===== src/logic/frv_pkg.sv =====
/*
 * RV32I front end shared types.
 * Micro-op and functional unit encodings, decoded instruction layout,
 * and major opcode values.
 */
`default_nettype none

package frv_pkg;

    // Micro-ops ----------------------------------------------------
    typedef enum logic [4:0] {
        UOP_LUI,   UOP_AUIPC, UOP_JAL,  UOP_JALR,            // Upper imm and jumps
        UOP_BEQ,   UOP_BNE,   UOP_BLT,  UOP_BGE,             // Branches
        UOP_BLTU,  UOP_BGEU,
        UOP_LB,    UOP_LH,    UOP_LW,   UOP_LBU,   UOP_LHU,  // Loads
        UOP_SB,    UOP_SH,    UOP_SW,                        // Stores
        UOP_ADD,   UOP_SUB,   UOP_SLL,  UOP_SLT,   UOP_SLTU, // Arithmetic
        UOP_XOR,   UOP_SRL,   UOP_SRA,  UOP_OR,    UOP_AND,
        UOP_NOP                                              // Trapped word
    } frv_uop_e;

    typedef enum logic [1:0] {
        FU_ALU,                 // Arithmetic and upper immediates
        FU_MEM,                 // Loads and stores
        FU_JUMP,                // Jumps and branches
        FU_TRAP                 // Illegal or faulted fetch
    } frv_fu_e;

    // Decoded instruction, 119 bits --------------------------------
    typedef struct packed {
        logic [4:0]  rd;        // Destination register
        logic [4:0]  rs1;       // Source register 1
        logic [4:0]  rs2;       // Source register 2
        logic [31:0] imm;       // Sign extended immediate
        logic [31:0] pc;        // Address of the word
        frv_uop_e    uop;       // Micro-op
        frv_fu_e     fu;        // Functional unit
        logic        trap;      // Raise a trap
        logic [31:0] instr;     // Raw instruction word
    } frv_decoded_t;

    // Major opcodes ------------------------------------------------
    localparam logic [6:0] OPC_LUI    = 7'b0110111;
    localparam logic [6:0] OPC_AUIPC  = 7'b0010111;
    localparam logic [6:0] OPC_JAL    = 7'b1101111;
    localparam logic [6:0] OPC_JALR   = 7'b1100111;
    localparam logic [6:0] OPC_BRANCH = 7'b1100011;
    localparam logic [6:0] OPC_LOAD   = 7'b0000011;
    localparam logic [6:0] OPC_STORE  = 7'b0100011;
    localparam logic [6:0] OPC_OP_IMM = 7'b0010011;
    localparam logic [6:0] OPC_OP     = 7'b0110011;

endpackage

`default_nettype wire

===== src/logic/frv_fetch_if.sv =====
/*
 * Fetched word from the fetch buffer to the decoder.
 */
`default_nettype none

interface frv_fetch_if;

    logic        valid;     // Buffer holds a word
    logic [31:0] instr;     // Fetched word
    logic        error;     // Word came back with a memory error
    logic [31:0] pc;        // Address the word was read from

    modport fetch (output valid, output instr, output error, output pc);

    modport decode (input valid, input instr, input error, input pc);

endinterface

`default_nettype wire


===== src/logic/frv_front.sv =====
/*
 * RV32I pipeline front end.
 * Fetch, decode and the output register toward dispatch, with
 * redirect on control flow change.
 */
`default_nettype none

module frv_front #(
    parameter logic [31:0] FRV_PC_RESET_VALUE = 32'h8000_0000
) (
    input  logic               g_clk,
    input  logic               g_resetn,

    input  logic               i_cf_req,        // Control flow change request
    input  logic [31:0]        i_cf_target,     // Change destination
    output logic               o_cf_ack,        // Change acknowledge

    output logic               o_imem_cen,      // Memory read request
    output logic [31:0]        o_imem_addr,     // Read address
    input  logic               i_imem_stall,    // Memory stall
    input  logic               i_imem_error,    // Read fault
    input  logic [31:0]        i_imem_rdata,    // Read data

    output logic               o_s2_valid,      // Decoded instruction ready
    input  logic               i_s2_busy,       // Dispatch not taking
    output logic [4:0]         o_s2_rd,
    output logic [4:0]         o_s2_rs1,
    output logic [4:0]         o_s2_rs2,
    output logic [31:0]        o_s2_imm,
    output logic [31:0]        o_s2_pc,
    output frv_pkg::frv_uop_e  o_s2_uop,
    output frv_pkg::frv_fu_e   o_s2_fu,
    output logic               o_s2_trap,
    output logic [31:0]        o_s2_instr
);
    import frv_pkg::*;

    frv_fetch_if  fetch_bus ();     // Fetch buffer to decode

    logic         fe_stall;         // Pipe register full and held
    frv_decoded_t dec_data;         // Decoder output
    frv_decoded_t s2_data;          // Registered toward dispatch

    // Stages -------------------------------------------------------
    frv_fetch #(
        .FRV_PC_RESET_VALUE (FRV_PC_RESET_VALUE)
    ) i_fetch (
        .g_clk        (g_clk),
        .g_resetn     (g_resetn),
        .i_cf_req     (i_cf_req),
        .i_cf_target  (i_cf_target),
        .o_cf_ack     (o_cf_ack),
        .o_imem_cen   (o_imem_cen),
        .o_imem_addr  (o_imem_addr),
        .i_imem_stall (i_imem_stall),
        .i_imem_error (i_imem_error),
        .i_imem_rdata (i_imem_rdata),
        .i_stall      (fe_stall),
        .o_fetch      (fetch_bus.fetch)
    );

    frv_decode i_decode (
        .i_fetch   (fetch_bus.decode),
        .o_decoded (dec_data)
    );

    frv_pipe_reg i_pipe_reg (
        .g_clk    (g_clk),
        .g_resetn (g_resetn),
        .i_flush  (o_cf_ack),       // Redirect flushes the entry
        .i_valid  (fetch_bus.valid),
        .i_data   (dec_data),
        .o_busy   (fe_stall),
        .o_valid  (o_s2_valid),
        .o_data   (s2_data),
        .i_busy   (i_s2_busy)
    );

    // Unpack toward dispatch
    assign o_s2_rd    = s2_data.rd;
    assign o_s2_rs1   = s2_data.rs1;
    assign o_s2_rs2   = s2_data.rs2;
    assign o_s2_imm   = s2_data.imm;
    assign o_s2_pc    = s2_data.pc;
    assign o_s2_uop   = s2_data.uop;
    assign o_s2_fu    = s2_data.fu;
    assign o_s2_trap  = s2_data.trap;
    assign o_s2_instr = s2_data.instr;

endmodule

`default_nettype wire


===== src/logic/frv_pipe_reg.sv =====
/*
 * Single entry pipeline register with valid/busy handshake and flush.
 */
`default_nettype none

module frv_pipe_reg (
    input  logic                  g_clk,
    input  logic                  g_resetn,
    input  logic                  i_flush,      // Drop the held entry
    input  logic                  i_valid,      // Upstream has data
    input  frv_pkg::frv_decoded_t i_data,       // Upstream data
    output logic                  o_busy,       // Upstream must hold
    output logic                  o_valid,      // Entry held
    output frv_pkg::frv_decoded_t o_data,       // Entry to next stage
    input  logic                  i_busy        // Next stage not taking
);

    logic                  valid_q;
    frv_pkg::frv_decoded_t data_q;
    logic                  load;                // Capture at this edge

    assign o_busy = valid_q && i_busy;          // Full and not draining
    assign load   = i_valid && !o_busy;

    always_ff @(posedge g_clk) begin
        if (!g_resetn) begin
            valid_q <= 1'b0;
        end else if (i_flush) begin
            valid_q <= 1'b0;                    // Redirect clears entry
        end else if (!o_busy) begin
            valid_q <= i_valid;                 // Refill or go empty
        end
    end

    always_ff @(posedge g_clk) begin
        if (load) begin
            data_q <= i_data;
        end
    end

    assign o_valid = valid_q;
    assign o_data  = data_q;

endmodule

`default_nettype wire


===== src/logic/frv_decode.sv =====
/*
 * RV32I decoder.
 * Turns a fetched word into micro-op, functional unit, register fields
 * and immediate. Unknown encodings and faulted fetches become traps.
 */
`default_nettype none

module frv_decode (
    frv_fetch_if.decode           i_fetch,      // Word from the fetch buffer
    output frv_pkg::frv_decoded_t o_decoded     // Wide pipeline encoding
);
    import frv_pkg::*;

    logic [31:0] instr;
    logic [6:0]  opcode;
    logic [2:0]  funct3;
    logic [6:0]  funct7;
    logic [31:0] imm_i;
    logic [31:0] imm_s;
    logic [31:0] imm_b;
    logic [31:0] imm_u;
    logic [31:0] imm_j;

    frv_uop_e    uop;
    frv_fu_e     fu;
    logic        known;         // Legal encoding
    logic        use_rd;
    logic        use_rs1;
    logic        use_rs2;
    logic [31:0] imm;
    logic        trap;

    assign instr  = i_fetch.instr;
    assign opcode = instr[6:0];
    assign funct3 = instr[14:12];
    assign funct7 = instr[31:25];

    // Immediate formats --------------------------------------------
    assign imm_i = {{20{instr[31]}}, instr[31:20]};
    assign imm_s = {{20{instr[31]}}, instr[31:25], instr[11:7]};
    assign imm_b = {{19{instr[31]}}, instr[31], instr[7], instr[30:25], instr[11:8], 1'b0};
    assign imm_u = {instr[31:12], 12'b0};
    assign imm_j = {{11{instr[31]}}, instr[31], instr[19:12], instr[20], instr[30:21], 1'b0};

    // Opcode and funct decode --------------------------------------
    always_comb begin
        uop     = UOP_NOP;
        fu      = FU_TRAP;
        known   = 1'b1;
        use_rd  = 1'b0;
        use_rs1 = 1'b0;
        use_rs2 = 1'b0;
        imm     = 32'd0;
        case (opcode)
            OPC_LUI: begin
                uop = UOP_LUI;   fu = FU_ALU;  use_rd = 1'b1;  imm = imm_u;
            end
            OPC_AUIPC: begin
                uop = UOP_AUIPC; fu = FU_ALU;  use_rd = 1'b1;  imm = imm_u;
            end
            OPC_JAL: begin
                uop = UOP_JAL;   fu = FU_JUMP; use_rd = 1'b1;  imm = imm_j;
            end
            OPC_JALR: begin
                uop = UOP_JALR;  fu = FU_JUMP; use_rd = 1'b1;  use_rs1 = 1'b1;
                imm = imm_i;
                known = (funct3 == 3'b000);
            end
            OPC_BRANCH: begin
                fu = FU_JUMP;  use_rs1 = 1'b1;  use_rs2 = 1'b1;  imm = imm_b;
                case (funct3)
                    3'b000:  uop = UOP_BEQ;
                    3'b001:  uop = UOP_BNE;
                    3'b100:  uop = UOP_BLT;
                    3'b101:  uop = UOP_BGE;
                    3'b110:  uop = UOP_BLTU;
                    3'b111:  uop = UOP_BGEU;
                    default: known = 1'b0;
                endcase
            end
            OPC_LOAD: begin
                fu = FU_MEM;  use_rd = 1'b1;  use_rs1 = 1'b1;  imm = imm_i;
                case (funct3)
                    3'b000:  uop = UOP_LB;
                    3'b001:  uop = UOP_LH;
                    3'b010:  uop = UOP_LW;
                    3'b100:  uop = UOP_LBU;
                    3'b101:  uop = UOP_LHU;
                    default: known = 1'b0;
                endcase
            end
            OPC_STORE: begin
                fu = FU_MEM;  use_rs1 = 1'b1;  use_rs2 = 1'b1;  imm = imm_s;
                case (funct3)
                    3'b000:  uop = UOP_SB;
                    3'b001:  uop = UOP_SH;
                    3'b010:  uop = UOP_SW;
                    default: known = 1'b0;
                endcase
            end
            OPC_OP_IMM, OPC_OP: begin
                fu = FU_ALU;  use_rd = 1'b1;  use_rs1 = 1'b1;
                use_rs2 = (opcode == OPC_OP);
                imm     = (opcode == OPC_OP) ? 32'd0 : imm_i;
                case (funct3)
                    3'b000: begin
                        if (opcode == OPC_OP && funct7[5]) begin
                            uop = UOP_SUB;
                        end else begin
                            uop = UOP_ADD;
                        end
                    end
                    3'b001:  uop = UOP_SLL;
                    3'b010:  uop = UOP_SLT;
                    3'b011:  uop = UOP_SLTU;
                    3'b100:  uop = UOP_XOR;
                    3'b101: begin
                        if (funct7[5]) begin
                            uop = UOP_SRA;
                        end else begin
                            uop = UOP_SRL;
                        end
                    end
                    3'b110:  uop = UOP_OR;
                    default: uop = UOP_AND;
                endcase
                // funct7 only free for OP-IMM non-shifts; bit 5 only on SUB/SRA/SRAI
                if (opcode == OPC_OP || funct3 == 3'b001 || funct3 == 3'b101) begin
                    known = (funct7 == 7'b0000000) ||
                            (funct7 == 7'b0100000 && funct3 == 3'b101) ||
                            (funct7 == 7'b0100000 && funct3 == 3'b000 && opcode == OPC_OP);
                end
            end
            default: known = 1'b0;
        endcase
    end

    assign trap = !known || i_fetch.error;                  // Fault wins over decode

    // Output record, zeroed fields on trap
    always_comb begin
        o_decoded.rd    = (use_rd && !trap)  ? instr[11:7]  : 5'd0;
        o_decoded.rs1   = (use_rs1 && !trap) ? instr[19:15] : 5'd0;
        o_decoded.rs2   = (use_rs2 && !trap) ? instr[24:20] : 5'd0;
        o_decoded.imm   = trap ? 32'd0 : imm;
        o_decoded.pc    = i_fetch.pc;
        o_decoded.uop   = trap ? UOP_NOP : uop;
        o_decoded.fu    = trap ? FU_TRAP : fu;
        o_decoded.trap  = trap;
        o_decoded.instr = instr;
    end

endmodule

`default_nettype wire


===== src/logic/frv_fetch.sv =====
/*
 * Fetch stage.
 * Keeps the fetch PC, requests words from instruction memory, holds
 * one response in a buffer and takes control flow changes.
 */
`default_nettype none

module frv_fetch #(
    parameter logic [31:0] FRV_PC_RESET_VALUE = 32'h8000_0000
) (
    input  logic        g_clk,
    input  logic        g_resetn,
    input  logic        i_cf_req,       // Control flow change request
    input  logic [31:0] i_cf_target,    // New PC
    output logic        o_cf_ack,       // Change taken this cycle
    output logic        o_imem_cen,     // Read request
    output logic [31:0] o_imem_addr,    // Read address
    input  logic        i_imem_stall,   // Memory not ready
    input  logic        i_imem_error,   // Response faulted
    input  logic [31:0] i_imem_rdata,   // Response word
    input  logic        i_stall,        // Pipe register busy
    frv_fetch_if.fetch  o_fetch         // Buffered word to decode
);

    logic        run_q;         // Out of reset
    logic        hold_q;        // Stalled request must stay up
    logic [31:0] pc_q;          // Next fetch address
    logic        buf_valid_q;
    logic [31:0] buf_instr_q;
    logic        buf_error_q;
    logic [31:0] buf_pc_q;

    logic        buf_free;      // Buffer can take a word at the edge
    logic        mem_accept;    // Request accepted this cycle
    logic        cf_change;     // Redirect at this edge

    // Request control ----------------------------------------------
    assign buf_free    = !buf_valid_q || !i_stall;          // Empty or draining
    assign o_imem_cen  = run_q && (hold_q || (buf_free && !i_cf_req));
    assign o_imem_addr = pc_q;                              // Stable while stalled
    assign mem_accept  = o_imem_cen && !i_imem_stall;

    // No ack while a stalled read is still up
    assign o_cf_ack  = i_cf_req && !(o_imem_cen && i_imem_stall);
    assign cf_change = o_cf_ack;

    always_ff @(posedge g_clk) begin
        if (!g_resetn) begin
            run_q       <= 1'b0;
            hold_q      <= 1'b0;
            buf_valid_q <= 1'b0;
            pc_q        <= FRV_PC_RESET_VALUE;
        end else begin
            run_q  <= 1'b1;
            hold_q <= o_imem_cen && i_imem_stall;           // Keep cen up next cycle
            if (cf_change) begin
                pc_q        <= i_cf_target;                 // Redirect, drop buffer
                buf_valid_q <= 1'b0;
            end else if (mem_accept) begin
                pc_q        <= pc_q + 32'd4;
                buf_valid_q <= 1'b1;
            end else if (buf_valid_q && !i_stall) begin
                buf_valid_q <= 1'b0;                        // Moved on, nothing new
            end
        end
    end

    // Response capture
    always_ff @(posedge g_clk) begin
        if (mem_accept) begin
            buf_instr_q <= i_imem_rdata;
            buf_error_q <= i_imem_error;
            buf_pc_q    <= pc_q;                            // PC of this word
        end
    end

    assign o_fetch.valid = buf_valid_q;
    assign o_fetch.instr = buf_instr_q;
    assign o_fetch.error = buf_error_q;
    assign o_fetch.pc    = buf_pc_q;

endmodule

`default_nettype wire


===== config.mk =====
export PLATFORM = sky130hd
export DESIGN_NAME = frv_front
export DESIGN_NICKNAME = d
export VERILOG_FILES = /design/src/logic/frv_pkg.sv /design/src/logic/frv_fetch_if.sv /design/src/logic/frv_front.sv /design/src/logic/frv_pipe_reg.sv /design/src/logic/frv_decode.sv /design/src/logic/frv_fetch.sv
export SDC_FILE = /design/constraint.sdc
export NUM_CORES = 1
export LEC_CHECK = 0
export BUFFER_PORTS_ARGS = -buffer_cell sky130_fd_sc_hd__buf_4
export CORE_MARGIN = 4
export CORE_UTILIZATION = 50
export CTS_BUF_LIST = sky130_fd_sc_hd__clkbuf_2 sky130_fd_sc_hd__clkbuf_4 sky130_fd_sc_hd__clkbuf_8
export CTS_CLUSTER_SIZE = 20
export DETAILED_ROUTE_END_ITERATION = 16
export PLACE_DENSITY = 0.76
export SLEW_MARGIN = 30
export SYNTH_ARGS = -nofsm -noshare
export SYNTH_HDL_FRONTEND = slang
export SYNTH_SLANG_ARGS = --single-unit

===== constraint.sdc =====
create_clock -name g_clk -period 12.4 [get_ports g_clk]
set_clock_uncertainty 0.1 [all_clocks]
set_input_delay 0 -clock g_clk [delete_from_list [all_inputs] [get_ports g_clk]]
set_output_delay 0 -clock g_clk [all_outputs]
set_load 0.1 [all_outputs]

=== Word-level counts from Yosys, hierarchy flattened ===
Index checks and enable logic that the tools add are counted.
W data, S select, Z words.

* $add $sub $neg: 1
* Multipliers: 0
* Div/mod/pow operators: 0
* $lt $le $gt $ge: 0
* Equality and inequality tests: 17
* Shift operators: 0
* Muxes and demuxes: 23
* Bitwise gates (word level): 1
* Reduce and logical (&&, ||, !) cells: 46

{| class="wikitable"
|+ Operator list
! kind !! count
|-
| $pmux W32 S6 || 1
|-
| $mux W32 || 3
|-
| $pmux W5 S8 || 1
|-
| $pmux W5 S7 || 1
|-
| $add A32 B3 Y32 const B || 1
|-
| $pmux W5 S6 || 1
|-
| $eq A7 B6 Y1 const B || 4
|-
| $pmux W5 S5 || 1
|-
| $eq A7 B7 Y1 const B || 3
|-
| $pmux W5 S3 || 1
|-
| $eq A7 B5 Y1 const B || 2
|-
| $logic_and A1 B1 Y1 || 14
|-
| $eq A3 B3 Y1 const B || 4
|-
| $reduce_or A2 Y1 || 6
|-
| $reduce_or A6 Y1 || 2
|-
| $mux W1 || 11
|-
| $reduce_or A3 Y1 || 3
|-
| $eq A7 B2 Y1 const B || 1
|-
| $logic_not A1 Y1 || 7
|-
| $logic_not A7 Y1 || 1
|-
| $logic_or A1 B1 Y1 || 7
|-
| $reduce_or A7 Y1 || 1
|-
| $eq A3 B2 Y1 const B || 2
|-
| $pmux W1 S6 || 1
|-
| 8 further kinds || 9
|}

* Register bits after elaboration: 220
* Latch bits: 0
* RAM bits: 0
* Memory bits (read-only): 0
* Input bits: 70
* Output and inout bits: 154
* Word-level logic and storage cells: 105
* Memories: 0

=== Logic depth before layout (Yosys ltp) ===
Gate-level depths: netlist of run 1.

* Depth in word-level cells: 10
* Mapped depth: 11
* Depth with buffers taken out: 6

=== Hierarchy ===
A second synthesis of run 1 with hierarchy kept.

* Cell total of the unflattened synthesis: 716
* Area total of the unflattened synthesis: 9203.8 um^2

{| class="wikitable"
|+ By module, submodules not included
! module !! times used !! cells an instance !! area an instance (um^2) !! seq. area each (um^2)
|-
| frv_fetch || 1 || 300 || 3843.7 || 2652.5
|-
| frv_pipe_reg || 1 || 124 || 3628.5 || 3593.4
|-
| frv_decode || 1 || 292 || 1731.7 || 0.0
|}

=== Worst setup path after synthesis of run 1 ===
Ideal clock, no wire load.

* Kind: register -> register
* Start: register i_pipe_reg.valid_q (netlist: i_pipe_reg.o_valid)
* End: register i_pipe_reg.data_q, in the netlist i_pipe_reg.o_data[0] (enable)
* Library setup time: 777 ps
* Data arrival time: 9377 ps
* Data required time: 11523 ps
* Path slack: 2146 ps
* Stages on the path, launching flop included: 2
* Path buffers: 0
* Clock period less this slack: 10254 ps
* Cells stage by stage: dfxtp_1 > a21boi_0

* Longest elaborated chain between the ends: 3

{| class="wikitable"
|+ RTL lines
! what !! line !! text
|-
| start: declaration || frv_pipe_reg.sv:18 || <nowiki>logic valid_q;</nowiki>
|-
| start signal: assignment || frv_pipe_reg.sv:31 || <nowiki>valid_q <= i_valid;</nowiki>
|-
| $logic_and A1 B1 Y1 || frv_pipe_reg.sv:22 || <nowiki>assign o_busy = valid_q && i_busy;</nowiki>
|-
| $logic_not A1 Y1 || frv_pipe_reg.sv:23 || <nowiki>assign load = i_valid && !o_busy;</nowiki>
|-
| $logic_and A1 B1 Y1 || frv_pipe_reg.sv:23 ||
|-
| net i_pipe_reg.load || frv_pipe_reg.sv:20 || <nowiki>logic load;</nowiki>
|-
| end signal: assignment || frv_pipe_reg.sv:37 || <nowiki>data_q <= i_data;</nowiki>
|-
| end: declaration || frv_pipe_reg.sv:19 || <nowiki>frv_pkg::frv_decoded_t data_q;</nowiki>
|}

The timed path passes the listed nets, and every way through them passes these cells.
A chain may end at the register's enable or synchronous reset.

=== Worst setup path after layout of run 1 ===
* Start: register i_fetch.run_q
* End: register i_fetch.pc_q[13] (netlist: i_fetch.o_imem_addr[13])

* Longest elaborated chain between the ends: 5
* Elaborated cells on any way between the ends: 7
* Those cells by class: mux: 1; reduce/logical: 6

{| class="wikitable"
|+ RTL lines
! what !! line !! text
|-
| start: declaration || frv_fetch.sv:25 || <nowiki>logic run_q;</nowiki>
|-
| start signal: assignment || frv_fetch.sv:49 || <nowiki>run_q <= 1'b0;</nowiki>
|-
| start signal: assignment || frv_fetch.sv:54 || <nowiki>run_q <= 1'b1;</nowiki>
|-
| $logic_and A1 B1 Y1 (*) || frv_fetch.sv:39 || <nowiki>assign o_imem_cen = run_q && (hold_q || (buf_free && !i_cf_req));</nowiki>
|-
| $logic_and A1 B1 Y1 || frv_fetch.sv:44 || <nowiki>assign o_cf_ack = i_cf_req && !(o_imem_cen && i_imem_stall);</nowiki>
|-
| $logic_not A1 Y1 || frv_fetch.sv:44 ||
|-
| $logic_and A1 B1 Y1 || frv_fetch.sv:44 ||
|-
| $mux W32 or $reduce_bool A2 Y1 (tied branches) || - ||
|-
| end signal: assignment || frv_fetch.sv:57 || <nowiki>pc_q <= i_cf_target;</nowiki>
|-
| end signal: assignment || frv_fetch.sv:60 || <nowiki>pc_q <= pc_q + 32'd4;</nowiki>
|-
| end: declaration || frv_fetch.sv:27 || <nowiki>logic [31:0] pc_q;</nowiki>
|}

Every way passes the cells marked *; elsewhere a longest branch is shown, timed or not.

==> results.txt, run 1 <==
vias in the first global route: 6746
drt pass-1 iters: 5
Post-synth ARST share: 0
final core utilization: 0.706
r2r setup slk: 8.88 ns
Sink Count: 220
#FFs+latches synth: 220
Required @ worst endpoint: 12.75 ns
power per standard cell area: 134 nW/µm²
post-DR wirelength/cell: 19.1 µm
multi-input logic area: 2290 µm²
initial antenna violation count: 0
Initial Util: 0.508
synth unique cells: 70
Crit. End Element: flip-flop
die area: 19600 µm²
H-tree levels: 2
Synth Flop Type: edfxtp_1
Antenna Nets Post-Route: 0
Core Rows: 48
critical path arrival: 3.87 ns
largest net degree at the start of global routing: 81
status: finished, final reports clean
Final HPWL DP: 14800 µm
sequential element share of the synthesized area: 0.716
cts bufs inserted: 35
Worst VDD drop: 136 µV
boundary pin count: 224
share of cells above drive strength 1: 0.303
core area: 17200 µm²
fmax: 284 MHz
Syn Inst Count: 644
CTS max path bufs: 3
syn nets: 715
Reg2Reg Depth: 7
internal cell power: 1.21 mW
Remaining DRCs: 0
HP Class: in2reg
Worst-path clk slew: 0.07 ns
area leader, netlist: edfxtp_1
Slew Limit Headroom: 0.368
Setup TNS: 0 ns
Synth Area per Inst: 13.5 µm²
unrepaired setup endpoints after global routing: false
Die Width: 140 µm
Fill cells: 1180
Leak Pwr: 4.69 nW
setup violators final: 0
Synth top cells by count: edfxtp_1 (184), nand2_1 (54), nor2_1 (38), dfxtp_1 (36), and3_1 (33)
Nets: 1031
Post-synth EDFFs: 184
initial drt markers: 657
GP Congestion: 0.870
Final period util: 0.284
Die Height: 140 µm
final wirelength: 23100 µm
diode count: 0
combinational group share of total power: 0.108
vias post-DR: 6748
register area: 6250 µm²
Via-to-Cell Ratio: 5.57
hold path depth: 4
post-synth top area share: 0.633
Seq pwr share: 0.515
Tmin final: 3.52 ns
Sw Share: 0.255
CP Launch Type: flip-flop
Clock Latency Late Sink: 0.52 ns
root buffer cell: clkbuf_8
gr ovfl total: 0
Psw: 0.416 mW
crit path max fanout: 28
global-route wire length before repair: 36500 µm
final hold vios: 0
Total GRT Usage: 0.232
Layout area overhead: 39.0%
TritonCTS clock tree: built
Setup Crit Path Kind: reg2reg
worst-margin pin slew: 0.945 ns
Slew Limit Fails: 0
Area contributors post-synth: edfxtp_1 (63%), dfxtp_1 (8.3%), and3_1 (2.4%), nand2_1 (2.3%), a21oi_1 (1.7%)
synthesis warning total: 0
cell with the most instances after synthesis: edfxtp_1
max_cap viols: 0
Clock Power Share: 0.377
mapped cell area: 8720 µm²
port bufs: 223
==> sequential cells by signal, summed over array words and instances (netlist names) <==
name,count
i_pipe_reg.o_valid,1
i_fetch.o_fetch.error,1
i_fetch.o_fetch.pc,32
i_fetch.o_fetch.valid,1
i_fetch.hold_q,1
i_fetch.o_fetch.instr,32
i_pipe_reg.o_data,119
i_fetch.o_imem_addr,32
i_fetch.run_q,1
==> critical path: stages (launching register included) <==
cell and delay, ns:
dfxtp_1 0.48, nand3_1 0.16, nand2_1 0.72, inv_1 0.66, nor4b_1 0.44, a21oi_1 0.07, o31ai_1 0.22, dlygate4sd3_1 0.59
==> routing by layer <==
| metal | vias up | global-route usage | part of all wire |
|---|---|---|---|
| li1 | 3157 | - | - |
| met1 | 3189 | 0.290 | 0.39 |
| met2 | 363 | 0.392 | 0.49 |
| met3 | 39 | 0.0656 | 0.099 |
| met4 | 0 | 0.0739 | 0.021 |
| met5 | - | 0 | 0 |
==> stage by stage <==
step                      power [mW]  instances  setup slack [ns]  cell area [µm²]  hold slack, ns
final                           1.63       1211              8.88            12100          0.0443
after global placement          1.00       1064              9.23            10600          0.0783
after detailed placement        1.00       1064              9.13            10600          0.0793
after global routing            1.69       1211              8.60            12100          0.0482
after floorplan                0.956        644              2.15             8720         -0.0723
after CTS                       1.64       1211              8.98            12100        0.000775
==> cell families after synthesis <==
kind of cell | count (synthesis) | share of synthesized area
compound gates | 155 | 0.121
fa+ha+maj | 1 | 0.00143
simple gates | 216 | 0.130
flops | 220 | 0.716
xor+xnor | 5 | 0.00502
buf+inv | 45 | 0.0244
mux | 2 | 0.00230
==> layout make-up <==
| cell class | instances | area share |
|---|---|---|
| clock buffers | 42 | 0.0451 |
| clock inverters | 21 | 0.0126 |
| inverters | 11 | 0.00341 |
| multi-input cells | 379 | 0.189 |
| flip-flops and latches | 220 | 0.515 |
| well taps | 225 | 0.0232 |
| repair buffers | 313 | 0.212 |
==> power by group through the flow <==
stage	registers, mW	clock network (mW)	logic [mW]
after detailed placement	0.853	0	0.152
after global placement	0.852	0	0.151
after floorplan	0.916	0	0.0400
final	0.838	0.613	0.176
after global routing	0.840	0.666	0.185
after CTS	0.837	0.629	0.174
==> placed cells by master, fill, tap and decap left out, types with 5 or more instances in the layout <==
master / synthesis / layout
nor3_1: 13 / 13
and3_1: 33 / 33
o211ai_1: 8 / 8
and4_1: 5 / 5
nand4_1: 12 / 12
clkbuf_4: 0 / 5
a311oi_1: 5 / 5
a211oi_1: 7 / 7
o21ai_0: 29 / 29
xnor2_1: 5 / 5
buf_4: 1 / 228
a21oi_1: 29 / 29
dfxtp_1: 36 / 36
a21oi_2: 8 / 8
o22ai_1: 6 / 6
nand2_1: 54 / 54
clkbuf_8: 0 / 37
nor2b_1: 7 / 6
clkinv_2: 0 / 5
nand3_1: 25 / 25
a22oi_1: 11 / 11
a31oi_1: 9 / 9
dlygate4sd3_1: 0 / 84
edfxtp_1: 184 / 184
inv_1: 10 / 10
clkinv_1: 0 / 10
nor2_1: 38 / 38
==> worst paths after layout <==
path                                  end                   start
setup / recovery  i_fetch.o_imem_addr[13]           i_fetch.run_q
hold / removal    i_fetch.o_imem_addr[14]                i_cf_req
setup reg to reg  i_fetch.o_imem_addr[13]           i_fetch.run_q
hold reg to reg     i_pipe_reg.o_data[56]  i_fetch.o_fetch.pc[16]
==> timing repair <==
item | in CTS | in global routing
buffers inserted | 0 | 0
hold buffers | 84 | 0
hold endpoints to repair | 69 | 0
resized for setup | 0 | 0
No activity file was read; power rests on OpenSTA's default activity.
==> inputs of run 2 (changes only) <==
--- a/config.mk
+++ b/config.mk
@@ -5,13 +5,14 @@
 export SDC_FILE = /design/constraint.sdc
 export NUM_CORES = 1
 export LEC_CHECK = 0
+export ABC_AREA = 1
 export BUFFER_PORTS_ARGS = -buffer_cell sky130_fd_sc_hd__buf_4
 export CORE_MARGIN = 4
 export CORE_UTILIZATION = 50
 export CTS_BUF_LIST = sky130_fd_sc_hd__clkbuf_2 sky130_fd_sc_hd__clkbuf_4 sky130_fd_sc_hd__clkbuf_8
 export CTS_CLUSTER_SIZE = 20
 export DETAILED_ROUTE_END_ITERATION = 16
-export PLACE_DENSITY = 0.76
+export PLACE_DENSITY = 0.75
 export SLEW_MARGIN = 30
 export SYNTH_ARGS = -nofsm -noshare
 export SYNTH_HDL_FRONTEND = slang
==> constraint.sdc (replaced) <==
create_clock -name g_clk -period 3.4 [get_ports g_clk]
set_clock_uncertainty 0.1 [all_clocks]
set_input_delay 0 -clock g_clk [delete_from_list [all_inputs] [get_ports g_clk]]
set_output_delay 0 -clock g_clk [all_outputs]
set_load 0.1 [all_outputs]
==> results.txt, run 2 <==
setup violators final: 0
Hold Startpoint: i_imem_rdata[11]
Hold Path End: i_fetch.o_fetch.instr[11]
Antenna Nets Post-Route: 0
diode count: 0
root buffer cell: clkbuf_8
CTS hold repair buffers: 77
largest net degree at the start of global routing: 73
reg-to-reg endpoint: i_fetch.o_imem_addr[5]
Required @ worst endpoint: 3.69 ns
#FFs+latches synth: 220
GP Congestion: 0.953
combinational group share of total power: 0.131
Worst VDD drop: 411 µV
Sink Count: 220
Synth Flop Type: edfxtp_1
syn nets: 955
multi-input logic area: 2630 µm²
share of cells above drive strength 1: 0.282
synth unique cells: 35
CP Launch Type: flip-flop
register area: 6250 µm²
Final period util: 0.783
HP Class: in2reg
commonest non-fill, non-tap cell in the layout: buf_4
Synth top cells by count: nand2_1 (208), edfxtp_1 (184), nor2_1 (117), inv_1 (80), nand3_1 (60)
H-tree levels: 2
Post-synth EDFFs: 184
Worst-path clk slew: 0.06 ns
core area: 18100 µm²
vias in the first global route: 7271
Via-to-Cell Ratio: 5.14
critical path arrival: 2.95 ns
crit path max fanout: 40
fin area: 12700 µm²
Slew Limit Fails: 0
hold path depth: 2
Layout area overhead: 36.4%
vias post-DR: 7506
TritonCTS clock tree: built
Die Height: 145 µm
sequential element share of the synthesized area: 0.670
Inst Count DP: 1321
status: finished, final reports clean
Area after DPL: 11300 µm²
Total GRT Usage: 0.238
Tmin final: 2.66 ns
Setup Fix Bufs, Post-CTS: 0
Area contributors post-synth: edfxtp_1 (59%), nand2_1 (8.4%), dfxtp_1 (7.7%), nor2_1 (4.7%), inv_1 (3.2%)
cts bufs inserted: 37
most frequent cells in the layout: buf_4 (228), nand2_1 (208), edfxtp_1 (184), nor2_1 (117), inv_1 (78)
final hold slack: 0.103 ns
Clock Power Share: 0.363
area leader, netlist: edfxtp_1
initial antenna violation count: 0
mapped cell area: 9330 µm²
Final Power: 6.05 mW
Sw Share: 0.265
Crit. End Element: flip-flop
boundary pin count: 224
Core Rows: 49
port bufs: 223
Die Width: 145 µm
Post-synth ARST share: 0
Final HPWL DP: 17200 µm
pre-CTS WS: 0.847 ns
cell with the most instances after synthesis: nand2_1
synthesis warning total: 0
r2r setup slk: 0.74 ns
max_cap viols: 0
R2R Path Start: i_fetch.run_q
Fill cells: 1366
Slew Limit Headroom: 0.372
die area: 20900 µm²
final wirelength: 25100 µm
Nets: 1279
max reg flops: 119
post-DR wirelength/cell: 17.2 µm
Layout Cells excl Fill: 1461
Syn Inst Count: 884
post_cts resized: 0
global-route wire length before repair: 38500 µm
worst-margin pin slew: 0.937 ns
initial drt markers: 449
post-synth top area share: 0.592
CTS max path bufs: 3
power per standard cell area: 475 nW/µm²
final hold vios: 0
gr ovfl total: 0
Reg2Reg Depth: 6
Synth Area per Inst: 10.6 µm²
post-route setup slack: 0.737 ns
Setup TNS: 0 ns
Clock Latency Late Sink: 0.50 ns
final core utilization: 0.701
internal cell power: 4.44 mW
Leak Pwr: 4.84 nW
Seq pwr share: 0.507
Setup Crit Path Kind: reg2reg
fmax: 375 MHz
Remaining DRCs: 0
unrepaired setup endpoints after global routing: false
Psw: 1.60 mW
drt pass-1 iters: 5
Initial Util: 0.514
-- run 2: power by group through the flow --
stage / combinational, mW / sequential [mW] / clock [mW]
final: 0.789 / 3.06 / 2.19
after global routing: 0.831 / 3.07 / 2.40
after CTS: 0.784 / 3.06 / 2.25
after detailed placement: 0.711 / 3.12 / 0
after global placement: 0.705 / 3.11 / 0
after floorplan: 0.176 / 3.44 / 0
-- run 2: area by class of cell --
| cell class | count | share of cell area |
|---|---|---|
| inverters | 87 | 0.0258 |
| well taps | 229 | 0.0225 |
| flip-flops and latches | 220 | 0.491 |
| clock buffers | 55 | 0.0511 |
| repair buffers | 308 | 0.200 |
| multi-input cells | 554 | 0.207 |
| clock inverters | 8 | 0.00324 |
-- run 2: worst max-delay path by stage --
stage,startpoint,end,slack [ns]
after floorplan,i_pipe_reg.o_valid,i_pipe_reg.o_data[0],0.03
final,i_fetch.run_q,i_fetch.o_imem_addr[5],0.74
after CTS,i_fetch.run_q,i_fetch.o_imem_addr[5],0.78
after detailed placement,i_fetch.o_fetch.instr[6],i_pipe_reg.o_data[33],0.85
after global placement,i_fetch.o_fetch.instr[6],i_pipe_reg.o_data[37],0.94
after global routing,i_pipe_reg.o_valid,i_fetch.o_imem_addr[17],0.56
-- run 2: kinds of logic after synthesis --
logic type,count (synthesis),synth area share
adders and majority gates,1,0.00134
xor gates and xnor gates,2,0.00188
buffers and inverters,110,0.0494
DFF,220,0.670
AOI/OAI and AO/OA,101,0.0629
and+or+nand+nor,450,0.215
-- run 2: critical path, stage by stage, from the launching register on --
cell and delay (ns):
dfxtp_1 0.35, a31oi_4 0.51, inv_2 0.43, or2_2 0.40, nand3_1 0.09, a21oi_1 0.07
dlygate4sd3_1 0.59
-- run 2: per-layer routing --
metal / part of all wire / track usage / vias to the layer above
met3: 0.090 / 0.0625 / 37
met5: 0 / 0 / -
met2: 0.49 / 0.406 / 323
met1: 0.40 / 0.302 / 3515
li1: - / - / 3631
met4: 0.017 / 0.0628 / 0
==> inputs of run 3 (changes only) <==
--- a/config.mk
+++ b/config.mk
@@ -12,7 +12,7 @@
 export CTS_BUF_LIST = sky130_fd_sc_hd__clkbuf_2 sky130_fd_sc_hd__clkbuf_4 sky130_fd_sc_hd__clkbuf_8
 export CTS_CLUSTER_SIZE = 20
 export DETAILED_ROUTE_END_ITERATION = 16
-export PLACE_DENSITY = 0.75
+export PLACE_DENSITY = 0.78
 export SLEW_MARGIN = 30
 export SYNTH_ARGS = -nofsm -noshare
 export SYNTH_HDL_FRONTEND = slang
==> constraint.sdc (replaced) <==
create_clock -name g_clk -period 2.45 [get_ports g_clk]
set_clock_uncertainty 0.1 [all_clocks]
set_input_delay 0 -clock g_clk [delete_from_list [all_inputs] [get_ports g_clk]]
set_output_delay 0 -clock g_clk [all_outputs]
set_load 0.1 [all_outputs]
==> results.txt, run 3 (synthesis results as in run 2) <==
commonest non-fill, non-tap cell in the layout: buf_4
setup violators final: 0
Worst VDD drop: 548 µV
Clock Latency Late Sink: 0.51 ns
initial drt markers: 610
Via-to-Cell Ratio: 5.18
Die Height: 145 µm
max reg flops: 119
Sink Count: 220
Core Rows: 49
Final period util: 0.946
diode count: 0
Crit. End Element: flip-flop
final wirelength: 26000 µm
HP Class: in2reg
fin area: 12900 µm²
Layout Cells excl Fill: 1469
Final Power: 8.75 mW
status: finished, final reports clean
critical path arrival: 2.62 ns
post-DR wirelength/cell: 17.7 µm
Nets: 1285
Tmin final: 2.32 ns
Required @ worst endpoint: 2.75 ns
boundary pin count: 224
Setup Fix Bufs, Post-CTS: 0
crit path max fanout: 8
CTS max path bufs: 3
Worst-path clk slew: 0.06 ns
post-route setup slack: 0.133 ns
global-route wire length before repair: 39400 µm
root buffer cell: clkbuf_8
Antenna Nets Post-Route: 0
Setup Crit Path Kind: reg2reg
Setup TNS: 0 ns
vias post-DR: 7612
Die Width: 145 µm
max_cap viols: 0
H-tree levels: 2
drt pass-1 iters: 5
TritonCTS clock tree: built
Layout area overhead: 38.3%
Remaining DRCs: 0
final hold vios: 0
share of cells above drive strength 1: 0.293
die area: 20900 µm²
Slew Limit Fails: 0
power per standard cell area: 678 nW/µm²
GP Congestion: 0.905
Area after DPL: 11300 µm²
Slew Limit Headroom: 0.510
core area: 18100 µm²
Total GRT Usage: 0.244
Initial Util: 0.514
worst-margin pin slew: 0.735 ns
initial antenna violation count: 0
port bufs: 223
cts bufs inserted: 37
CP Launch Type: flip-flop
most frequent cells in the layout: buf_4 (234), nand2_1 (207), edfxtp_1 (184), nor2_1 (117), inv_1 (79)
Final HPWL DP: 17000 µm
fmax: 432 MHz
Fill cells: 1273
pre-CTS WS: 0.198 ns
largest net degree at the start of global routing: 120
Inst Count DP: 1328
vias in the first global route: 7391
Leak Pwr: 4.91 nW
unrepaired setup endpoints after global routing: false
gr ovfl total: 0
run 3: changes by cell type in the layout (fill, tap and decap cells not counted), sizes merged:
cell | before | now
clkinvlp | 0 | 3
clkbuf | 55 | 53
inv | 86 | 85
dlygate4sd3 | 77 | 76
buf | 231 | 238
bufinv | 0 | 2
run 3: report_power, final:
| group | internal, mW | switching (mW) | leakage [nW] | total (mW) |
|---|---|---|---|---|
| sequential | 4.15 | 0.110 | 1.90 | 4.26 |
| combinational | 0.326 | 0.775 | 2.60 | 1.10 |
| clock | 1.96 | 1.43 | 0.406 | 3.39 |
run 3: per-stage QoR:
step                hold WS [ns]  utilization
floorplan                -0.0723            -
global placement          0.0788        0.624
detailed placement        0.0793        0.624
CTS                       0.0811        0.709
global route              0.0809        0.711
finish                     0.112        0.711
run 3: routing by layer:
| layer | GRT usage | share of wire |
|---|---|---|
| met2 | 0.419 | 0.50 |
| met4 | 0.0785 | 0.025 |
| met1 | 0.304 | 0.38 |
| met3 | 0.0582 | 0.094 |
| met5 | 0 | 0 |
run 3: final cells by class:
| cell class | instances | area (µm²) | area share |
|---|---|---|---|
| inverter | 87 | 337 | 0.0261 |
| tap | 229 | 287 | 0.0222 |
| clock buffer | 53 | 667 | 0.0517 |
| sequential | 220 | 6250 | 0.485 |
| multi-input combinational | 554 | 2660 | 0.206 |
| timing repair buffer | 314 | 2590 | 0.201 |
| clock inverter | 12 | 110 | 0.00853 |
run 3: worst max-delay path, cell delays in order, from the launching register on:
cell	delay, ns
dfxtp_1	0.49
nand3_1	0.21
inv_1	0.19
nand3_1	0.16
nor2_1	0.15
nand3_1	0.09
a21oi_1	0.18
nor2_1	0.08
dlygate4sd3_1	0.56
run 3: what timing repair did:
item / in CTS / in global routing
hold buffers: 76 / 0
endpoints found under the hold margin: 69 / 0
endpoints found under the setup margin: 0 / 24
resized for setup: 0 / 10
run 3: path summary, 6_finish.rpt:
kind	cells after the start	start	slack (ns)	end
worst min-delay path	2	i_imem_rdata[15]	0.11	i_fetch.o_fetch.instr[15]
worst max-delay path	8	i_fetch.o_imem_addr[4]	0.13	i_fetch.o_imem_addr[17]
worst min register to register	0	i_fetch.o_fetch.pc[29]	0.31	i_pipe_reg.o_data[69]
worst max register to register	8	i_fetch.o_imem_addr[4]	0.13	i_fetch.o_imem_addr[17]
